$ cat config.mk
export PLATFORM = sky130hd
export DESIGN_NAME = mst_read_switch
export DESIGN_NICKNAME = d
export VERILOG_FILES = /design/src/xbar_pkg.sv /design/src/ar_decoder.sv /design/src/slv_read_port.sv /design/src/r_return_mux.sv /design/src/mst_read_switch.sv
export SDC_FILE = /design/constraint.sdc
export NUM_CORES = 1
export LEC_CHECK = 0
export ABC_CLOCK_PERIOD_IN_PS = 3800
export BUFFER_PORTS_ARGS = -buffer_cell sky130_fd_sc_hd__buf_2
export CAP_MARGIN = 10
export CORE_AREA = 2 2 131 133
export DETAILED_ROUTE_END_ITERATION = 8
export DIE_AREA = 0 0 133 135
export GPL_TIMING_DRIVEN = 0
export PLACE_DENSITY_LB_ADDON = 0.1
export SYNTH_ARGS = -nofsm -noshare
export SYNTH_HDL_FRONTEND = slang
export SYNTH_HIERARCHICAL = 1
export SYNTH_SLANG_ARGS = --single-unit
$ cat constraint.sdc
create_clock -name aclk -period 3.8 [get_ports aclk]
set_input_delay 0.19 -clock aclk [delete_from_list [all_inputs] [get_ports aclk]]
set_output_delay 0.19 -clock aclk [all_outputs]
set_load 0.01 [all_outputs]
$ cat src/xbar_pkg.sv
`default_nettype none

package xbar_pkg;

    //////////////////////////////
    // widths and basic types
    //////////////////////////////

    localparam int SLV_NB = 3;
    localparam int ADDR_W = 32;
    localparam int ID_W   = 4;
    localparam int LEN_W  = 4;
    localparam int DATA_W = 32;

    typedef logic [ADDR_W-1:0] addr_t;
    typedef logic [ID_W-1:0]   id_t;
    // beats minus one
    typedef logic [LEN_W-1:0]  len_t;
    typedef logic [DATA_W-1:0] data_t;
    typedef logic [1:0]        resp_t;
    // one bit per slave
    typedef logic [SLV_NB-1:0] slv_sel_t;

    localparam resp_t RESP_OKAY   = 2'd0;
    localparam resp_t RESP_DECERR = 2'd3;

    //////////////////////////////
    // address map and limits
    //////////////////////////////

    // inclusive windows, indexed by slave
    localparam addr_t SLV_START [SLV_NB] = '{addr_t'(0),    addr_t'(4096), addr_t'(8192)};
    localparam addr_t SLV_END   [SLV_NB] = '{addr_t'(4095), addr_t'(8191), addr_t'(12287)};

    localparam int OSTD_MAX  = 4;
    localparam int ERR_DEPTH = 4;

    typedef logic [$clog2(OSTD_MAX+1)-1:0] ost_cnt_t;

    //////////////////////////////
    // channel payloads
    //////////////////////////////

    typedef struct packed {
        addr_t addr;
        id_t   id;
        len_t  len;
    } ar_req_t;

    typedef struct packed {
        id_t   id;
        data_t data;
        resp_t resp;
        logic  last;
    } r_beat_t;

    // return mux grant state
    typedef enum logic [1:0] {
        IDLE,
        SLV_BURST,
        ERR_BURST
    } rr_state_t;

endpackage

`default_nettype wire

$ cat src/ar_decoder.sv
`default_nettype none

module ar_decoder (
    input  wire                       aclk,
    input  wire                       aresetn,
    // master AR
    input  wire                       i_ar_valid,
    input  wire  xbar_pkg::ar_req_t   i_ar,
    output logic                      o_ar_ready,
    // toward the slave read ports
    output xbar_pkg::slv_sel_t        o_target,
    input  wire  xbar_pkg::slv_sel_t  i_port_ready,
    // toward the error FIFO
    input  wire                       i_err_full,
    output logic                      o_err_push,
    output xbar_pkg::ar_req_t         o_err_req
);

    xbar_pkg::addr_t    offset [xbar_pkg::SLV_NB];
    xbar_pkg::slv_sel_t hit;
    logic               unmapped;
    logic               misroute_seen;

    //////////////////////////////
    // window match
    //////////////////////////////

    // an address below the window start wraps to a large offset and misses
    always_comb begin
        for (int i = 0; i < xbar_pkg::SLV_NB; i++) begin
            offset[i] = i_ar.addr - xbar_pkg::SLV_START[i];
            hit[i]    = offset[i] <= (xbar_pkg::SLV_END[i] - xbar_pkg::SLV_START[i]);
        end
    end

    assign unmapped = ~|hit;
    assign o_target = hit;

    //////////////////////////////
    // ready and error push
    //////////////////////////////

    // mapped requests take ready from their own port only
    always_comb begin
        if (unmapped) begin
            o_ar_ready = ~i_err_full;
        end else begin
            o_ar_ready = |(hit & i_port_ready);
        end
    end

    // misroute is accepted here and answered later by the return mux
    assign o_err_push = i_ar_valid & unmapped & ~i_err_full;
    assign o_err_req  = i_ar;

    // set once the first misroute has been taken
    always_ff @(posedge aclk or negedge aresetn) begin
        if (!aresetn) begin
            misroute_seen <= 1'b0;
        end else if (o_err_push) begin
            misroute_seen <= 1'b1;
        end
    end

endmodule

`default_nettype wire

$ cat src/slv_read_port.sv
`default_nettype none

module slv_read_port #(
    parameter int SLV_IDX = 0
) (
    input  wire                      aclk,
    input  wire                      aresetn,
    // from the decoder
    input  wire                      i_sel,
    input  wire                      i_ar_valid,
    input  wire  xbar_pkg::ar_req_t  i_ar,
    output logic                     o_ar_ready,
    // slave AR
    output logic                     o_s_ar_valid,
    output xbar_pkg::ar_req_t        o_s_ar,
    input  wire                      i_s_ar_ready,
    // slave R
    input  wire                      i_s_r_valid,
    input  wire  xbar_pkg::r_beat_t  i_s_r,
    output logic                     o_s_r_ready,
    // toward the return mux
    output logic                     o_r_valid,
    output xbar_pkg::r_beat_t        o_r,
    input  wire                      i_r_ready
);

    xbar_pkg::ost_cnt_t ost_cnt;
    xbar_pkg::addr_t    win_offset;
    logic               in_window;
    logic               has_room;
    logic               ar_ok;
    logic               ar_xfer;
    logic               r_done;

    // this port never issues outside its own window
    assign win_offset = i_ar.addr - xbar_pkg::SLV_START[SLV_IDX];
    assign in_window  = win_offset <=
                        (xbar_pkg::SLV_END[SLV_IDX] - xbar_pkg::SLV_START[SLV_IDX]);

    assign has_room = ost_cnt < xbar_pkg::OSTD_MAX;
    assign ar_ok    = i_sel & in_window & has_room;

    assign o_s_ar_valid = i_ar_valid & ar_ok;
    assign o_s_ar       = i_ar;
    assign o_ar_ready   = i_s_ar_ready & ar_ok;

    // R beats flow straight through, the mux decides who drains
    assign o_r_valid   = i_s_r_valid;
    assign o_r         = i_s_r;
    assign o_s_r_ready = i_r_ready;

    assign ar_xfer = o_s_ar_valid & i_s_ar_ready;
    assign r_done  = i_s_r_valid & i_r_ready & i_s_r.last;

    //////////////////////////////
    // outstanding reads
    //////////////////////////////

    always_ff @(posedge aclk or negedge aresetn) begin
        if (!aresetn) begin
            ost_cnt <= '0;
        end else if (ar_xfer && !r_done) begin
            ost_cnt <= ost_cnt + 1'b1;
        end else if (r_done && !ar_xfer) begin
            ost_cnt <= ost_cnt - 1'b1;
        end
    end

endmodule

`default_nettype wire

$ cat src/r_return_mux.sv
`default_nettype none

module r_return_mux (
    input  wire                                             aclk,
    input  wire                                             aresetn,
    // misrouted requests from the decoder
    input  wire                                             i_err_push,
    input  wire  xbar_pkg::ar_req_t                         i_err_req,
    output logic                                            o_err_full,
    // slave R streams from the ports
    input  wire  xbar_pkg::slv_sel_t                        i_port_valid,
    input  wire  xbar_pkg::r_beat_t [xbar_pkg::SLV_NB-1:0]  i_port_r,
    output xbar_pkg::slv_sel_t                              o_port_ready,
    // master R
    output logic                                            o_r_valid,
    output xbar_pkg::r_beat_t                               o_r,
    input  wire                                             i_r_ready
);

    xbar_pkg::id_t                         err_id_mem  [xbar_pkg::ERR_DEPTH];
    xbar_pkg::len_t                        err_len_mem [xbar_pkg::ERR_DEPTH];
    logic [$clog2(xbar_pkg::ERR_DEPTH)-1:0] wr_addr;
    logic [$clog2(xbar_pkg::ERR_DEPTH)-1:0] rd_addr;
    logic                                  wr_wrap;
    logic                                  rd_wrap;
    logic                                  err_empty;
    logic                                  err_pop;
    logic                                  err_last;
    xbar_pkg::len_t                        beat_cnt;

    xbar_pkg::rr_state_t                   state;
    xbar_pkg::slv_sel_t                    grant_q;
    xbar_pkg::slv_sel_t                    rr_last;
    xbar_pkg::slv_sel_t                    pick;
    xbar_pkg::slv_sel_t                    slv_grant;
    logic                                  err_active;
    logic                                  r_xfer;
    logic                                  r_done;

    //////////////////////////////
    // error FIFO
    //////////////////////////////

    assign err_empty  = (wr_addr == rd_addr) && (wr_wrap == rd_wrap);
    assign o_err_full = (wr_addr == rd_addr) && (wr_wrap != rd_wrap);

    always_ff @(posedge aclk) begin
        if (i_err_push) begin
            err_id_mem[wr_addr]  <= i_err_req.id;
            err_len_mem[wr_addr] <= i_err_req.len;
        end
    end

    always_ff @(posedge aclk or negedge aresetn) begin
        if (!aresetn) begin
            {wr_wrap, wr_addr} <= '0;
            {rd_wrap, rd_addr} <= '0;
        end else begin
            if (i_err_push) begin
                {wr_wrap, wr_addr} <= {wr_wrap, wr_addr} + 1'b1;
            end
            if (err_pop) begin
                {rd_wrap, rd_addr} <= {rd_wrap, rd_addr} + 1'b1;
            end
        end
    end

    // DECERR beat position within the head burst
    always_ff @(posedge aclk or negedge aresetn) begin
        if (!aresetn) begin
            beat_cnt <= '0;
        end else if (err_pop) begin
            beat_cnt <= '0;
        end else if (r_xfer && err_active) begin
            beat_cnt <= beat_cnt + 1'b1;
        end
    end

    assign err_last = beat_cnt == err_len_mem[rd_addr];

    //////////////////////////////
    // grant selection
    //////////////////////////////

    // first requester after the last served slave
    always_comb begin
        int base;
        int cand;
        base = 0;
        pick = '0;
        for (int i = 0; i < xbar_pkg::SLV_NB; i++) begin
            if (rr_last[i]) begin
                base = i;
            end
        end
        // walk backwards so the nearest requester wins
        for (int k = xbar_pkg::SLV_NB; k >= 1; k--) begin
            cand = (base + k) % xbar_pkg::SLV_NB;
            if (i_port_valid[cand]) begin
                pick       = '0;
                pick[cand] = 1'b1;
            end
        end
    end

    // error path wins whenever no burst holds the grant
    assign err_active = (state == xbar_pkg::ERR_BURST) ||
                        (state == xbar_pkg::IDLE && !err_empty);

    always_comb begin
        if (state == xbar_pkg::SLV_BURST) begin
            slv_grant = grant_q;
        end else if (state == xbar_pkg::IDLE && err_empty) begin
            slv_grant = pick;
        end else begin
            slv_grant = '0;
        end
    end

    //////////////////////////////
    // R output
    //////////////////////////////

    always_comb begin
        o_r       = '0;
        o_r.resp  = xbar_pkg::RESP_OKAY;
        o_r_valid = 1'b0;
        if (err_active) begin
            o_r_valid = 1'b1;
            o_r.id    = err_id_mem[rd_addr];
            o_r.resp  = xbar_pkg::RESP_DECERR;
            o_r.last  = err_last;
        end else begin
            for (int i = 0; i < xbar_pkg::SLV_NB; i++) begin
                if (slv_grant[i]) begin
                    o_r_valid = i_port_valid[i];
                    o_r       = i_port_r[i];
                end
            end
        end
    end

    assign o_port_ready = slv_grant & {xbar_pkg::SLV_NB{i_r_ready}};

    assign r_xfer  = o_r_valid & i_r_ready;
    assign r_done  = r_xfer & o_r.last;
    assign err_pop = r_done & err_active;

    // any beat shown but not finished locks the grant
    always_ff @(posedge aclk or negedge aresetn) begin
        if (!aresetn) begin
            state   <= xbar_pkg::IDLE;
            grant_q <= '0;
            rr_last <= xbar_pkg::slv_sel_t'(1) << (xbar_pkg::SLV_NB - 1);
        end else begin
            case (state)
                xbar_pkg::IDLE: begin
                    if (err_active) begin
                        if (!r_done) begin
                            state <= xbar_pkg::ERR_BURST;
                        end
                    end else if (|pick) begin
                        grant_q <= pick;
                        if (r_done) begin
                            rr_last <= pick;
                        end else begin
                            state <= xbar_pkg::SLV_BURST;
                        end
                    end
                end
                xbar_pkg::SLV_BURST: begin
                    if (r_done) begin
                        state   <= xbar_pkg::IDLE;
                        rr_last <= grant_q;
                    end
                end
                xbar_pkg::ERR_BURST: begin
                    if (r_done) begin
                        state <= xbar_pkg::IDLE;
                    end
                end
                default: begin
                    state <= xbar_pkg::IDLE;
                end
            endcase
        end
    end

endmodule

`default_nettype wire

$ cat src/mst_read_switch.sv
`default_nettype none

module mst_read_switch (
    input  wire                                              aclk,
    input  wire                                              aresetn,
    // master AR
    input  wire                                              i_ar_valid,
    input  wire  xbar_pkg::ar_req_t                          i_ar,
    output logic                                             o_ar_ready,
    // master R
    output logic                                             o_r_valid,
    output xbar_pkg::r_beat_t                                o_r,
    input  wire                                              i_r_ready,
    // slave AR
    output xbar_pkg::slv_sel_t                               o_s_ar_valid,
    output xbar_pkg::ar_req_t [xbar_pkg::SLV_NB-1:0]         o_s_ar,
    input  wire  xbar_pkg::slv_sel_t                         i_s_ar_ready,
    // slave R
    input  wire  xbar_pkg::slv_sel_t                         i_s_r_valid,
    input  wire  xbar_pkg::r_beat_t [xbar_pkg::SLV_NB-1:0]   i_s_r,
    output xbar_pkg::slv_sel_t                               o_s_r_ready
);

    xbar_pkg::slv_sel_t                        dec_target;
    xbar_pkg::slv_sel_t                        port_ready;
    logic                                      err_push;
    xbar_pkg::ar_req_t                         err_req;
    logic                                      err_full;
    xbar_pkg::slv_sel_t                        port_r_valid;
    xbar_pkg::r_beat_t [xbar_pkg::SLV_NB-1:0]  port_r;
    xbar_pkg::slv_sel_t                        port_r_ready;

    ar_decoder u_dec (
        .aclk         (aclk),
        .aresetn      (aresetn),
        .i_ar_valid   (i_ar_valid),
        .i_ar         (i_ar),
        .o_ar_ready   (o_ar_ready),
        .o_target     (dec_target),
        .i_port_ready (port_ready),
        .i_err_full   (err_full),
        .o_err_push   (err_push),
        .o_err_req    (err_req)
    );

    // one read port per slave
    for (genvar g = 0; g < xbar_pkg::SLV_NB; g++) begin : gen_port
        slv_read_port #(
            .SLV_IDX (g)
        ) u_port (
            .aclk         (aclk),
            .aresetn      (aresetn),
            .i_sel        (dec_target[g]),
            .i_ar_valid   (i_ar_valid),
            .i_ar         (i_ar),
            .o_ar_ready   (port_ready[g]),
            .o_s_ar_valid (o_s_ar_valid[g]),
            .o_s_ar       (o_s_ar[g]),
            .i_s_ar_ready (i_s_ar_ready[g]),
            .i_s_r_valid  (i_s_r_valid[g]),
            .i_s_r        (i_s_r[g]),
            .o_s_r_ready  (o_s_r_ready[g]),
            .o_r_valid    (port_r_valid[g]),
            .o_r          (port_r[g]),
            .i_r_ready    (port_r_ready[g])
        );
    end

    r_return_mux u_rmux (
        .aclk         (aclk),
        .aresetn      (aresetn),
        .i_err_push   (err_push),
        .i_err_req    (err_req),
        .o_err_full   (err_full),
        .i_port_valid (port_r_valid),
        .i_port_r     (port_r),
        .o_port_ready (port_r_ready),
        .o_r_valid    (o_r_valid),
        .o_r          (o_r),
        .i_r_ready    (i_r_ready)
    );

endmodule

`default_nettype wire

Word-level counts from Yosys, hierarchy flattened
Memories as Yosys holds them, arrays and structs flattened.
Index checks and enable logic that the tools add are counted.
{"block": "classes", "n_addsub": 14, "div": 3, "magnitude_cmp": 12, "n_eq_ne": 13, "muxes": 54, "n_bitwise": 27, "n_reduce_logical": 36}
{"cell": "39-bit two-way mux", "n": 3}
{"cell": "32-bit by 1-bit >= comparator with 1-bit output, second input constant", "n": 3}
{"cell": "32-bit by 12-bit <= comparator with 1-bit output, second input constant", "n": 3}
{"cell": "32-bit by 4-bit < comparator with 1-bit output, second input constant", "n": 3}
{"cell": "32-bit by 3-bit remainder unit with 32-bit output, second input constant", "n": 3}
{"cell": "3-bit two-way mux", "n": 16}
{"cell": "32-bit two-way mux", "n": 1}
{"cell": "32-bit by 13-bit subtractor with 32-bit output, second input constant", "n": 1}
{"cell": "32-bit by 14-bit subtractor with 32-bit output, second input constant", "n": 1}
{"cell": "1-bit bitwise AND", "n": 23}
{"cell": "1-bit two-way mux", "n": 17}
{"cell": "3-bit by 1-bit adder with 3-bit output, second input constant", "n": 5}
{"cell": "1-bit logical AND", "n": 14}
{"cell": "2-bit two-way mux", "n": 6}
{"cell": "4-bit two-way mux", "n": 3}
{"cell": "2-bit nonzero test", "n": 5}
{"cell": "3-bit < comparator, second input constant", "n": 3}
{"cell": "3-bit OR reduction", "n": 3}
{"cell": "3-bit by 1-bit subtractor with 3-bit output, second input constant", "n": 3}
{"cell": "1-bit zero test", "n": 8}
{"cell": "2-bit by 2-bit adder with 3-bit output, second input constant", "n": 2}
{"cell": "3-bit bitwise AND", "n": 2}
{"cell": "1-bit binary-select mux with 2-bit select", "n": 3}
{"cell": "1-bit demux with 2-bit select", "n": 3}
{"cell": "19 further kinds", "n": 25}
{"block": "totals", "regBits": 27, "ram_bits": 32, "in_bits": 167, "out_inout_bits": 167, "elab_cells": 172, "memories": 2}
{"name": "u_rmux.err_id_mem", "words": 4, "word_bits": 4, "rd": 1, "rd_ports_with_merged_regs": 0, "write_ports": 1, "line_no": "r_return_mux.sv:20", "source": "xbar_pkg::id_t err_id_mem [xbar_pkg::ERR_DEPTH];"}
{"name": "u_rmux.err_len_mem", "words": 4, "word_bits": 4, "rd": 1, "rd_ports_with_merged_regs": 0, "write_ports": 1, "line_no": "r_return_mux.sv:21", "source": "xbar_pkg::len_t err_len_mem [xbar_pkg::ERR_DEPTH];"}

Longest topological paths before layout
Gate-level depths: netlist of run 1.
{"block": "depth", "ltp_word": 23, "ltp_mapped": 20}

By module
Netlist of run 1, hierarchy kept.
{"module": "r_return_mux", "instances": 1, "cells_each": 321, "area_each_um2": 3244.4, "seq_area_each_um2": 1387.6}
{"module": "slv_read_port at gen_port[2].u_port", "instances": 1, "cells_each": 139, "area_each_um2": 1052.3, "seq_area_each_um2": 75.1}
{"module": "slv_read_port at gen_port[1].u_port", "instances": 1, "cells_each": 109, "area_each_um2": 884.6, "seq_area_each_um2": 75.1}
{"module": "ar_decoder", "instances": 1, "cells_each": 117, "area_each_um2": 860.8, "seq_area_each_um2": 0.0}
{"module": "slv_read_port at gen_port[0].u_port", "instances": 1, "cells_each": 106, "area_each_um2": 843.3, "seq_area_each_um2": 75.1}

Worst setup path after synthesis of run 1
Ideal clock, no wire load.
{"block": "synth_path", "path_kind": "input to register", "start": "input port i_ar[21] (netlist name)", "end": "register gen_port[2].u_port.ost_cnt[2]", "arrival_time_ps": 3840, "required_ps": 3721, "path_slack_ps": -119, "path_stages": 19, "path_cell_list": "inv_1 -> ha_1 -> clkbuf_2 -> or3b_2 -> or3_1 -> xor2_1 -> nand2b_1 -> nor3_1 -> nand4bb_1 -> or3_1 -> a2111oi_2 -> o2111ai_1 -> nor3_1 -> ha_1 -> inv_1 -> fa_1 -> xor2_1 -> nor2_1 -> xor2_1"}
{"block": "synth_between", "elab_chain_cells": 8, "elab_cells_between_ends": 10}
{"item": "start: declaration", "line_no": "mst_read_switch.sv:8", "source": "input wire xbar_pkg::ar_req_t i_ar,"}
{"item": "32-bit by 14-bit subtractor with 32-bit output *", "line_no": "ar_decoder.sv:31", "source": "offset[i] = i_ar.addr - xbar_pkg::SLV_START[i];"}
{"item": "32-bit by 12-bit <= comparator with 1-bit output *", "line_no": "ar_decoder.sv:32", "source": "hit[i] = offset[i] <= (xbar_pkg::SLV_END[i] - xbar_pkg::SLV_START[i]);"}
{"item": "net dec_target[2]", "line_no": "mst_read_switch.sv:24", "source": "xbar_pkg::slv_sel_t dec_target;"}
{"item": "1-bit bitwise AND *", "line_no": "slv_read_port.sv:41", "source": "assign ar_ok = i_sel & in_window & has_room;"}
{"item": "1-bit bitwise AND *", "line_no": "slv_read_port.sv:43", "source": "assign o_s_ar_valid = i_ar_valid & ar_ok;"}
{"item": "1-bit bitwise AND *", "line_no": "slv_read_port.sv:52", "source": "assign ar_xfer = o_s_ar_valid & i_s_ar_ready;"}
{"item": "1-bit zero test", "line_no": "slv_read_port.sv:64", "source": "end else if (r_done && !ar_xfer) begin"}
{"item": "1-bit logical AND", "line_no": "slv_read_port.sv:64"}
{"item": "2-bit nonzero test (no line)"}
{"item": "end signal: assignment", "line_no": "slv_read_port.sv:63", "source": "ost_cnt <= ost_cnt + 1'b1;"}
{"item": "end signal: assignment", "line_no": "slv_read_port.sv:65", "source": "ost_cnt <= ost_cnt - 1'b1;"}
{"item": "end: declaration", "line_no": "slv_read_port.sv:27", "source": "xbar_pkg::ost_cnt_t ost_cnt;"}
Mark *: on every way through the listed nets, which the timed path passes. The rest lies on a longest branch.
A chain may end at the register's enable or synchronous reset.

Final worst setup path of run 1
{"block": "layout_path", "start": "input port i_ar[22] (netlist name)", "end": "register gen_port[2].u_port.ost_cnt[2]"}
The elaborated chain is that of the path after synthesis.

==> results.sh, run 1 <==
export IMPL_outcome="complete, no violations"
export IMPL_ioPinCount=334
export IMPL_relSlewSlack_pct=51.9
export IMPL_max_cap_viol_count=0
export IMPL_n_fill_cell=1579
export IMPL_powerDensity_nw_per_um2=477
export IMPL_fin_cells=1208
export IMPL_worstHoldPathType="input port to flip-flop"
export IMPL_met3_length_microns=1440
export IMPL_die_x_microns=133
export IMPL_io_buffers=199
export IMPL_tightestPinTransition_ps=715
export IMPL_cp_start_kind="input port"
export IMPL_core_area_sq_um=16400
export IMPL_routed_top_layer="met4"
export IMPL_syn_cell_area_sq_um=6650
export IMPL_nets=1167
export IMPL_drv_slew=0
export IMPL_grt_usage_pct=20.2
export IMPL_clk_latency_ps=320
export IMPL_cts_buffers=9
export IMPL_setup_ws_ps=98.5
export IMPL_die_area_sq_um=18000
export IMPL_setup_violations=0
export IMPL_required_ps=4050
export IMPL_cts_tree="yes"
export IMPL_synth_fp_nets=944
export IMPL_grt_pass1_wl_microns=29200
export IMPL_antenna_found_initial=0
export IMPL_irDropWorstVdd_uv=259
export IMPL_cpPeakStageDelay_ps=390
export IMPL_dp_slack_ps=-584
export IMPL_path_cells="buf_12, clkinv_4, ha_4, buf_8, or3b_4, or3_4, xor2_2, nand2b_1, nor3_2, nand4bb_1, or3_4, a2111oi_4, o2111ai_2, nor3_2, ha_2, inv_2, fa_2, xor2_1, nor2_1, xor2_1"
export IMPL_cts_root_buf="clkbuf_16"
export IMPL_clock_sinks=58
export IMPL_min_period_ps=3700
export IMPL_hpwl_microns=14800
export IMPL_detail_route_antenna_nets=0
export IMPL_path_max_fanout=4
export IMPL_slowest_stage="or3b_4"
export IMPL_wl_met1_microns=8200
export IMPL_crit_arrival_ps=3950
export IMPL_clk_pin_slew_ps=50
export IMPL_h_tree_depth=3
export IMPL_finish_utilization_pct=52.0
export IMPL_areaGrowthSynthToFinish_pct=28.3
export IMPL_dr_pass1_iters=5
export IMPL_synth_area_per_cell_sq_um=8.74
export IMPL_detail_route_wl_per_cell_microns=15.8
export IMPL_n_antenna_cell=0
export IMPL_path_class="input port to flip-flop"
export IMPL_drt_wl_total_microns=19100
export IMPL_final_hold_violation_count=0
export IMPL_rsz0062_at_grt="yes"
export IMPL_drtIter0Drc=286
export IMPL_power_leakage_nw=3.91
export IMPL_viasPerCell=4.85
export IMPL_totalPowerFinal_mw=4.07
export IMPL_grt_pass1_vias=5512
export IMPL_worstSetupEndpointType="flip-flop"
export IMPL_gp_congestion=0.864
export IMPL_wl_met2_microns=9330
export IMPL_syn_inst=760
export IMPL_start_util_pct=40.5
export IMPL_place_inst=1179
export IMPL_num_rows=47
export IMPL_drc_errors=0
export IMPL_post_route_cell_area_sq_um=8530
export IMPL_cts_max_path_buffers=2
export IMPL_drive_gt1_share_pct=56.0
export IMPL_vias=5853
export IMPL_grt_ovfl_total=0
export IMPL_grt_start_max_net_pins=27
export IMPL_max_clock_freq_mhz=270
export IMPL_yosysWarningCount=6
export IMPL_placed_area_sq_um=7930
export IMPL_tns_ps=0
export IMPL_fin_crit_sh_pct=97.4
export IMPL_hold_ws_ps=66.9
export IMPL_clock_skew_ps=6.73
export IMPL_fp_dieH_microns=135
placed cells by master (no fill, tap or decap), types with 3 or more instances in the layout:
cell / count
buf_4: 267
buf_2: 199
nor2_1: 63
nor3_1: 44
a221oi_1: 38
nand2_1: 37
edfxtp_1: 32
dfrtp_1: 25
nand3_1: 15
xor2_1: 15
nor4_1: 13
inv_1: 13
o21ai_0: 13
ha_1: 12
clkbuf_1: 12
xnor2_1: 10
nand4_1: 10
clkbuf_16: 9
mux4_2: 8
a21oi_1: 7
o21ai_1: 7
mux2_2: 6
o31ai_1: 6
and2_1: 6
nor4_2: 5
nand2b_1: 5
nor2b_1: 5
nand3b_1: 4
nor3_2: 4
buf_1: 4
clkinv_1: 3
or3_1: 3
buf_6: 3
or4_4: 3
nand3_2: 3
or2_2: 3
o211ai_1: 3
o31a_1: 3
critical path: cells and delay by family:
family	cells	cell delay (ps)
AO/OA/AOI/OAI	2	480
XOR/XNOR	3	490
adder cells (fa/ha/maj)	3	670
buffers and inverters	4	280
AND/OR/NAND/NOR	8	1810
routing by layer:
layer	up-vias	track usage, %
met5	-	0
met1	2680	26.2
met2	242	34.7
met3	13	4.80
li1	2918	-
met4	0	3.70
where the power goes:
group	total, mW	switching [mW]	internal (mW)
clock	0.834	0.269	0.564
sequential	1.03	0.149	0.878
combinational	2.21	1.22	0.986
total	4.07	1.64	2.43
flip-flops by register name, indices dropped and copies added (netlist names):
signal,flops
u_rmux/err_id_mem,16
u_rmux/err_len_mem,16
gen_port.u_port/ost_cnt,9
u_rmux/beat_cnt,4
u_rmux/grant_q,3
u_rmux/rd_addr,2
u_rmux/rr_last,2
u_rmux/state,2
u_rmux/wr_addr,2
u_rmux/rd_wrap,1
u_rmux/wr_wrap,1
worst paths after layout:
| check | start | to | slack [ps] | cells after the start |
|---|---|---|---|---|
| max in group asynchronous | aresetn | gen_port[1].u_port/ost_cnt[0]$_DFFE_PN0P_ | 2960 | 2 |
| min in group asynchronous | aresetn | gen_port[2].u_port/ost_cnt[2]$_DFFE_PN0P_ | 420 | 2 |
| worst max register to register | u_rmux/state[1]$_DFFE_PN0P_ | gen_port[2].u_port/ost_cnt[2]$_DFFE_PN0P_ | 380 | 14 |
| worst min-delay path | i_ar[7] | u_rmux/err_id_mem[1][3]$_DFFE_PP_ | 70 | 1 |
| worst min register to register | gen_port[0].u_port/ost_cnt[2]$_DFFE_PN0P_ | gen_port[0].u_port/ost_cnt[2]$_DFFE_PN0P_ | 480 | 1 |
| worst max-delay path | i_ar[22] | gen_port[2].u_port/ost_cnt[2]$_DFFE_PN0P_ | 100 | 20 |
layout make-up:
type	count	area, sq um	area share, %
buffer	277	2010	23.6
clock buffer	9	225	2.64
clock inverter	7	83.8	0.983
inverter	16	70.1	0.822
multi-input combinational	408	3090	36.3
sequential	58	1610	18.9
tap	220	275	3.23
timing repair buffer	213	1160	13.6
timing repair:
| item | in CTS | in global routing |
|---|---|---|
| pin swaps | 2 | 17 |
| buffers inserted | 2 | 11 |
| hold buffers | 1 | 0 |
| resized for setup | 5 | 44 |
| hold endpoints to repair | 25 | 0 |
| endpoints found under the setup margin | 3 | 3 |
Power figures use the tool's default switching activity.
==> run 2: changes to the inputs <==
Settings changed: CELL_PAD_IN_SITES_DETAIL_PLACEMENT set to 1, CELL_PAD_IN_SITES_GLOBAL_PLACEMENT set to 2, CORE_AREA 2 2 131 133 to 2 2 198 142, DIE_AREA 0 0 133 135 to 0 0 200 144.
==> results.sh, run 2 (synthesis gave the netlist of run 1 again) <==
export IMPL_fp_dieH_microns=144
export IMPL_largestRegisters="u_rmux/err_id_mem: 16 flops, u_rmux/err_len_mem: 16 flops, gen_port.u_port/ost_cnt: 9 flops"
export IMPL_io_buffers=199
export IMPL_required_ps=4050
export IMPL_die_x_microns=200
export IMPL_max_cap_viol_count=0
export IMPL_path_class="input port to flip-flop"
export IMPL_rr_startpoint="u_rmux/state[1]$_DFFE_PN0P_"
export IMPL_reg2reg_depth=14
export IMPL_hold_ws_ps=61.4
export IMPL_grt_pass1_vias=5853
export IMPL_drt_wl_total_microns=22900
export IMPL_crit_path_end="gen_port[2].u_port/ost_cnt[2]$_DFFE_PN0P_"
export IMPL_core_area_sq_um=27100
export IMPL_cp_depth=17
export IMPL_clock_sinks=58
export IMPL_crit_arrival_ps=3940
export IMPL_dp_slack_ps=-864
export IMPL_path_cells="buf_12, or4_4, or3_4, xor2_2, nand2b_1, nor3_2, nand4bb_1, or3_4, a2111oi_4, o2111ai_2, nor3_2, ha_2, inv_2, fa_2, xor2_1, nor2_1, xor2_1"
export IMPL_powerDensity_nw_per_um2=482
export IMPL_vias=5957
export IMPL_clk_pin_slew_ps=60
export IMPL_grt_ovfl_total=0
export IMPL_worstHoldPathType="input port to flip-flop"
export IMPL_r2r_end="gen_port[2].u_port/ost_cnt[2]$_DFFE_PN0P_"
export IMPL_grt_pass1_wl_microns=33600
export IMPL_drv_slew=0
export IMPL_drive_gt1_share_pct=56.5
export IMPL_clock_skew_ps=11.1
export IMPL_worstSetupEndpointType="flip-flop"
export IMPL_cpPeakStageDelay_ps=540
export IMPL_cp_num_buf_inv=2
export IMPL_placed_area_sq_um=8120
export IMPL_die_area_sq_um=28800
export IMPL_layout_common_cells="buf_4 (268), buf_2 (196), nor2_1 (62)"
export IMPL_dr_pass1_iters=4
export IMPL_irDropWorstVdd_uv=230
export IMPL_cp_startpoint="i_ar[29]"
export IMPL_place_inst=1330
export IMPL_cpLargestDelayFamily="simple AND/OR/NAND/NOR gates"
export IMPL_n_antenna_cell=0
export IMPL_drc_errors=0
export IMPL_antenna_found_initial=0
export IMPL_cts_root_buf="clkbuf_16"
export IMPL_max_clock_freq_mhz=271
export IMPL_ioPinCount=334
export IMPL_fin_crit_sh_pct=97.1
export IMPL_rsz0062_at_grt="yes"
export IMPL_cts_buffers=9
export IMPL_outcome="complete, no violations"
export IMPL_areaGrowthSynthToFinish_pct=32.5
export IMPL_h_tree_depth=3
export IMPL_cp_start_kind="input port"
export IMPL_min_period_ps=3690
export IMPL_relSlewSlack_pct=46.1
export IMPL_grt_usage_pct=15.1
export IMPL_setup_violations=0
export IMPL_gp_congestion=0.755
export IMPL_final_hold_violation_count=0
export IMPL_post_route_cell_area_sq_um=8800
export IMPL_tns_ps=0
export IMPL_viasPerCell=4.38
export IMPL_num_rows=51
export IMPL_fin_cells=1361
export IMPL_start_util_pct=24.5
export IMPL_detail_route_antenna_nets=0
export IMPL_nets=1169
export IMPL_detail_route_wl_per_cell_microns=16.8
export IMPL_path_max_fanout=7
export IMPL_hpwl_microns=18300
export IMPL_setup_ws_ps=111
export IMPL_slowest_stage="or4_4"
export IMPL_grt_start_max_net_pins=27
export IMPL_clk_latency_ps=330
export IMPL_layout_commonest_cell="buf_4"
export IMPL_reg2reg_slack_ps=320
export IMPL_cts_tree="yes"
export IMPL_cts_max_path_buffers=2
export IMPL_tightestPinTransition_ps=806
export IMPL_drtIter0Drc=246
export IMPL_power_leakage_nw=3.95
run 2: cell types whose count changed in the layout (fill, tap and decap cells not counted), sizes merged:
cell	delta
clkinv	-1
bufinv	+1
buf	+1
clkinvlp	-1
clkbuf	+1
inv	+1
run 2: cell type report:
type,instances,area (sq um)
Fill cell,3266,18300
Timing Repair Buffer,216,1220
Sequential cell,58,1610
Multi-Input combinational cell,408,3090
Clock buffer,9,225
Inverter,16,70.1
Clock inverter,7,125
Buffer,276,2000
Tap cell,371,464
run 2: worst min path at each step:
stage | start | end | slack [ps] | cells after the start
floorplan | aresetn | gen_port[0].u_port/ost_cnt[0]$_DFFE_PN0P_ | -110 | 0
global placement | aresetn | gen_port[1].u_port/ost_cnt[1]$_DFFE_PN0P_ | 270 | 1
detailed placement | aresetn | gen_port[1].u_port/ost_cnt[0]$_DFFE_PN0P_ | 260 | 1
CTS | i_ar[6] | u_rmux/err_id_mem[1][2]$_DFFE_PP_ | 50 | 1
global route | i_ar[6] | u_rmux/err_id_mem[1][2]$_DFFE_PP_ | 50 | 1
finish | i_ar[6] | u_rmux/err_id_mem[1][2]$_DFFE_PP_ | 60 | 1
run 2: routing by layer:
layer  wire, microns  vias up  GRT usage, %
li1                -     2920             -
met1           10800     2853          21.5
met2           10700      168          24.2
met3            1250       16          2.38
met4             194        0          2.77
met5               0        -             0
run 2: stage by stage:
| stage | power, mW | utilization, % |
|---|---|---|
| finish | 4.24 | 32.5 |
| global route | 4.57 | 32.5 |
| CTS | 4.30 | 31.8 |
| detailed placement | 3.30 | 29.9 |
| global placement | 3.30 | 29.9 |
| floorplan | 2.56 | - |
run 2: what timing repair did:
action | 4_1_cts | 5_1_grt
endpoints found under the setup margin | 3 | 3
pin swaps | 15 | 18
hold endpoints to repair | 25 | 0
gates resized for setup | 25 | 35
setup buffers | 7 | 9
hold buffers | 1 | 0
run 2: where the power goes:
| part | internal (mW) | total, mW | switching (mW) |
|---|---|---|---|
| clock | 0.645 | 0.951 | 0.305 |
| combinational | 0.986 | 2.26 | 1.28 |
| sequential | 0.878 | 1.03 | 0.152 |
run 2: worst register-to-register path: stages (launching register included):
cell      delay, ps
dfrtp_1         400
inv_1           110
ha_1            140
clkbuf_1        350
clkbuf_1        440
o31a_1          280
buf_2           420
nor2_1          160
nand3_1         110
ha_2            190
inv_2            40
fa_2            330
xor2_1          160
nor2_1          130
xor2_1          160
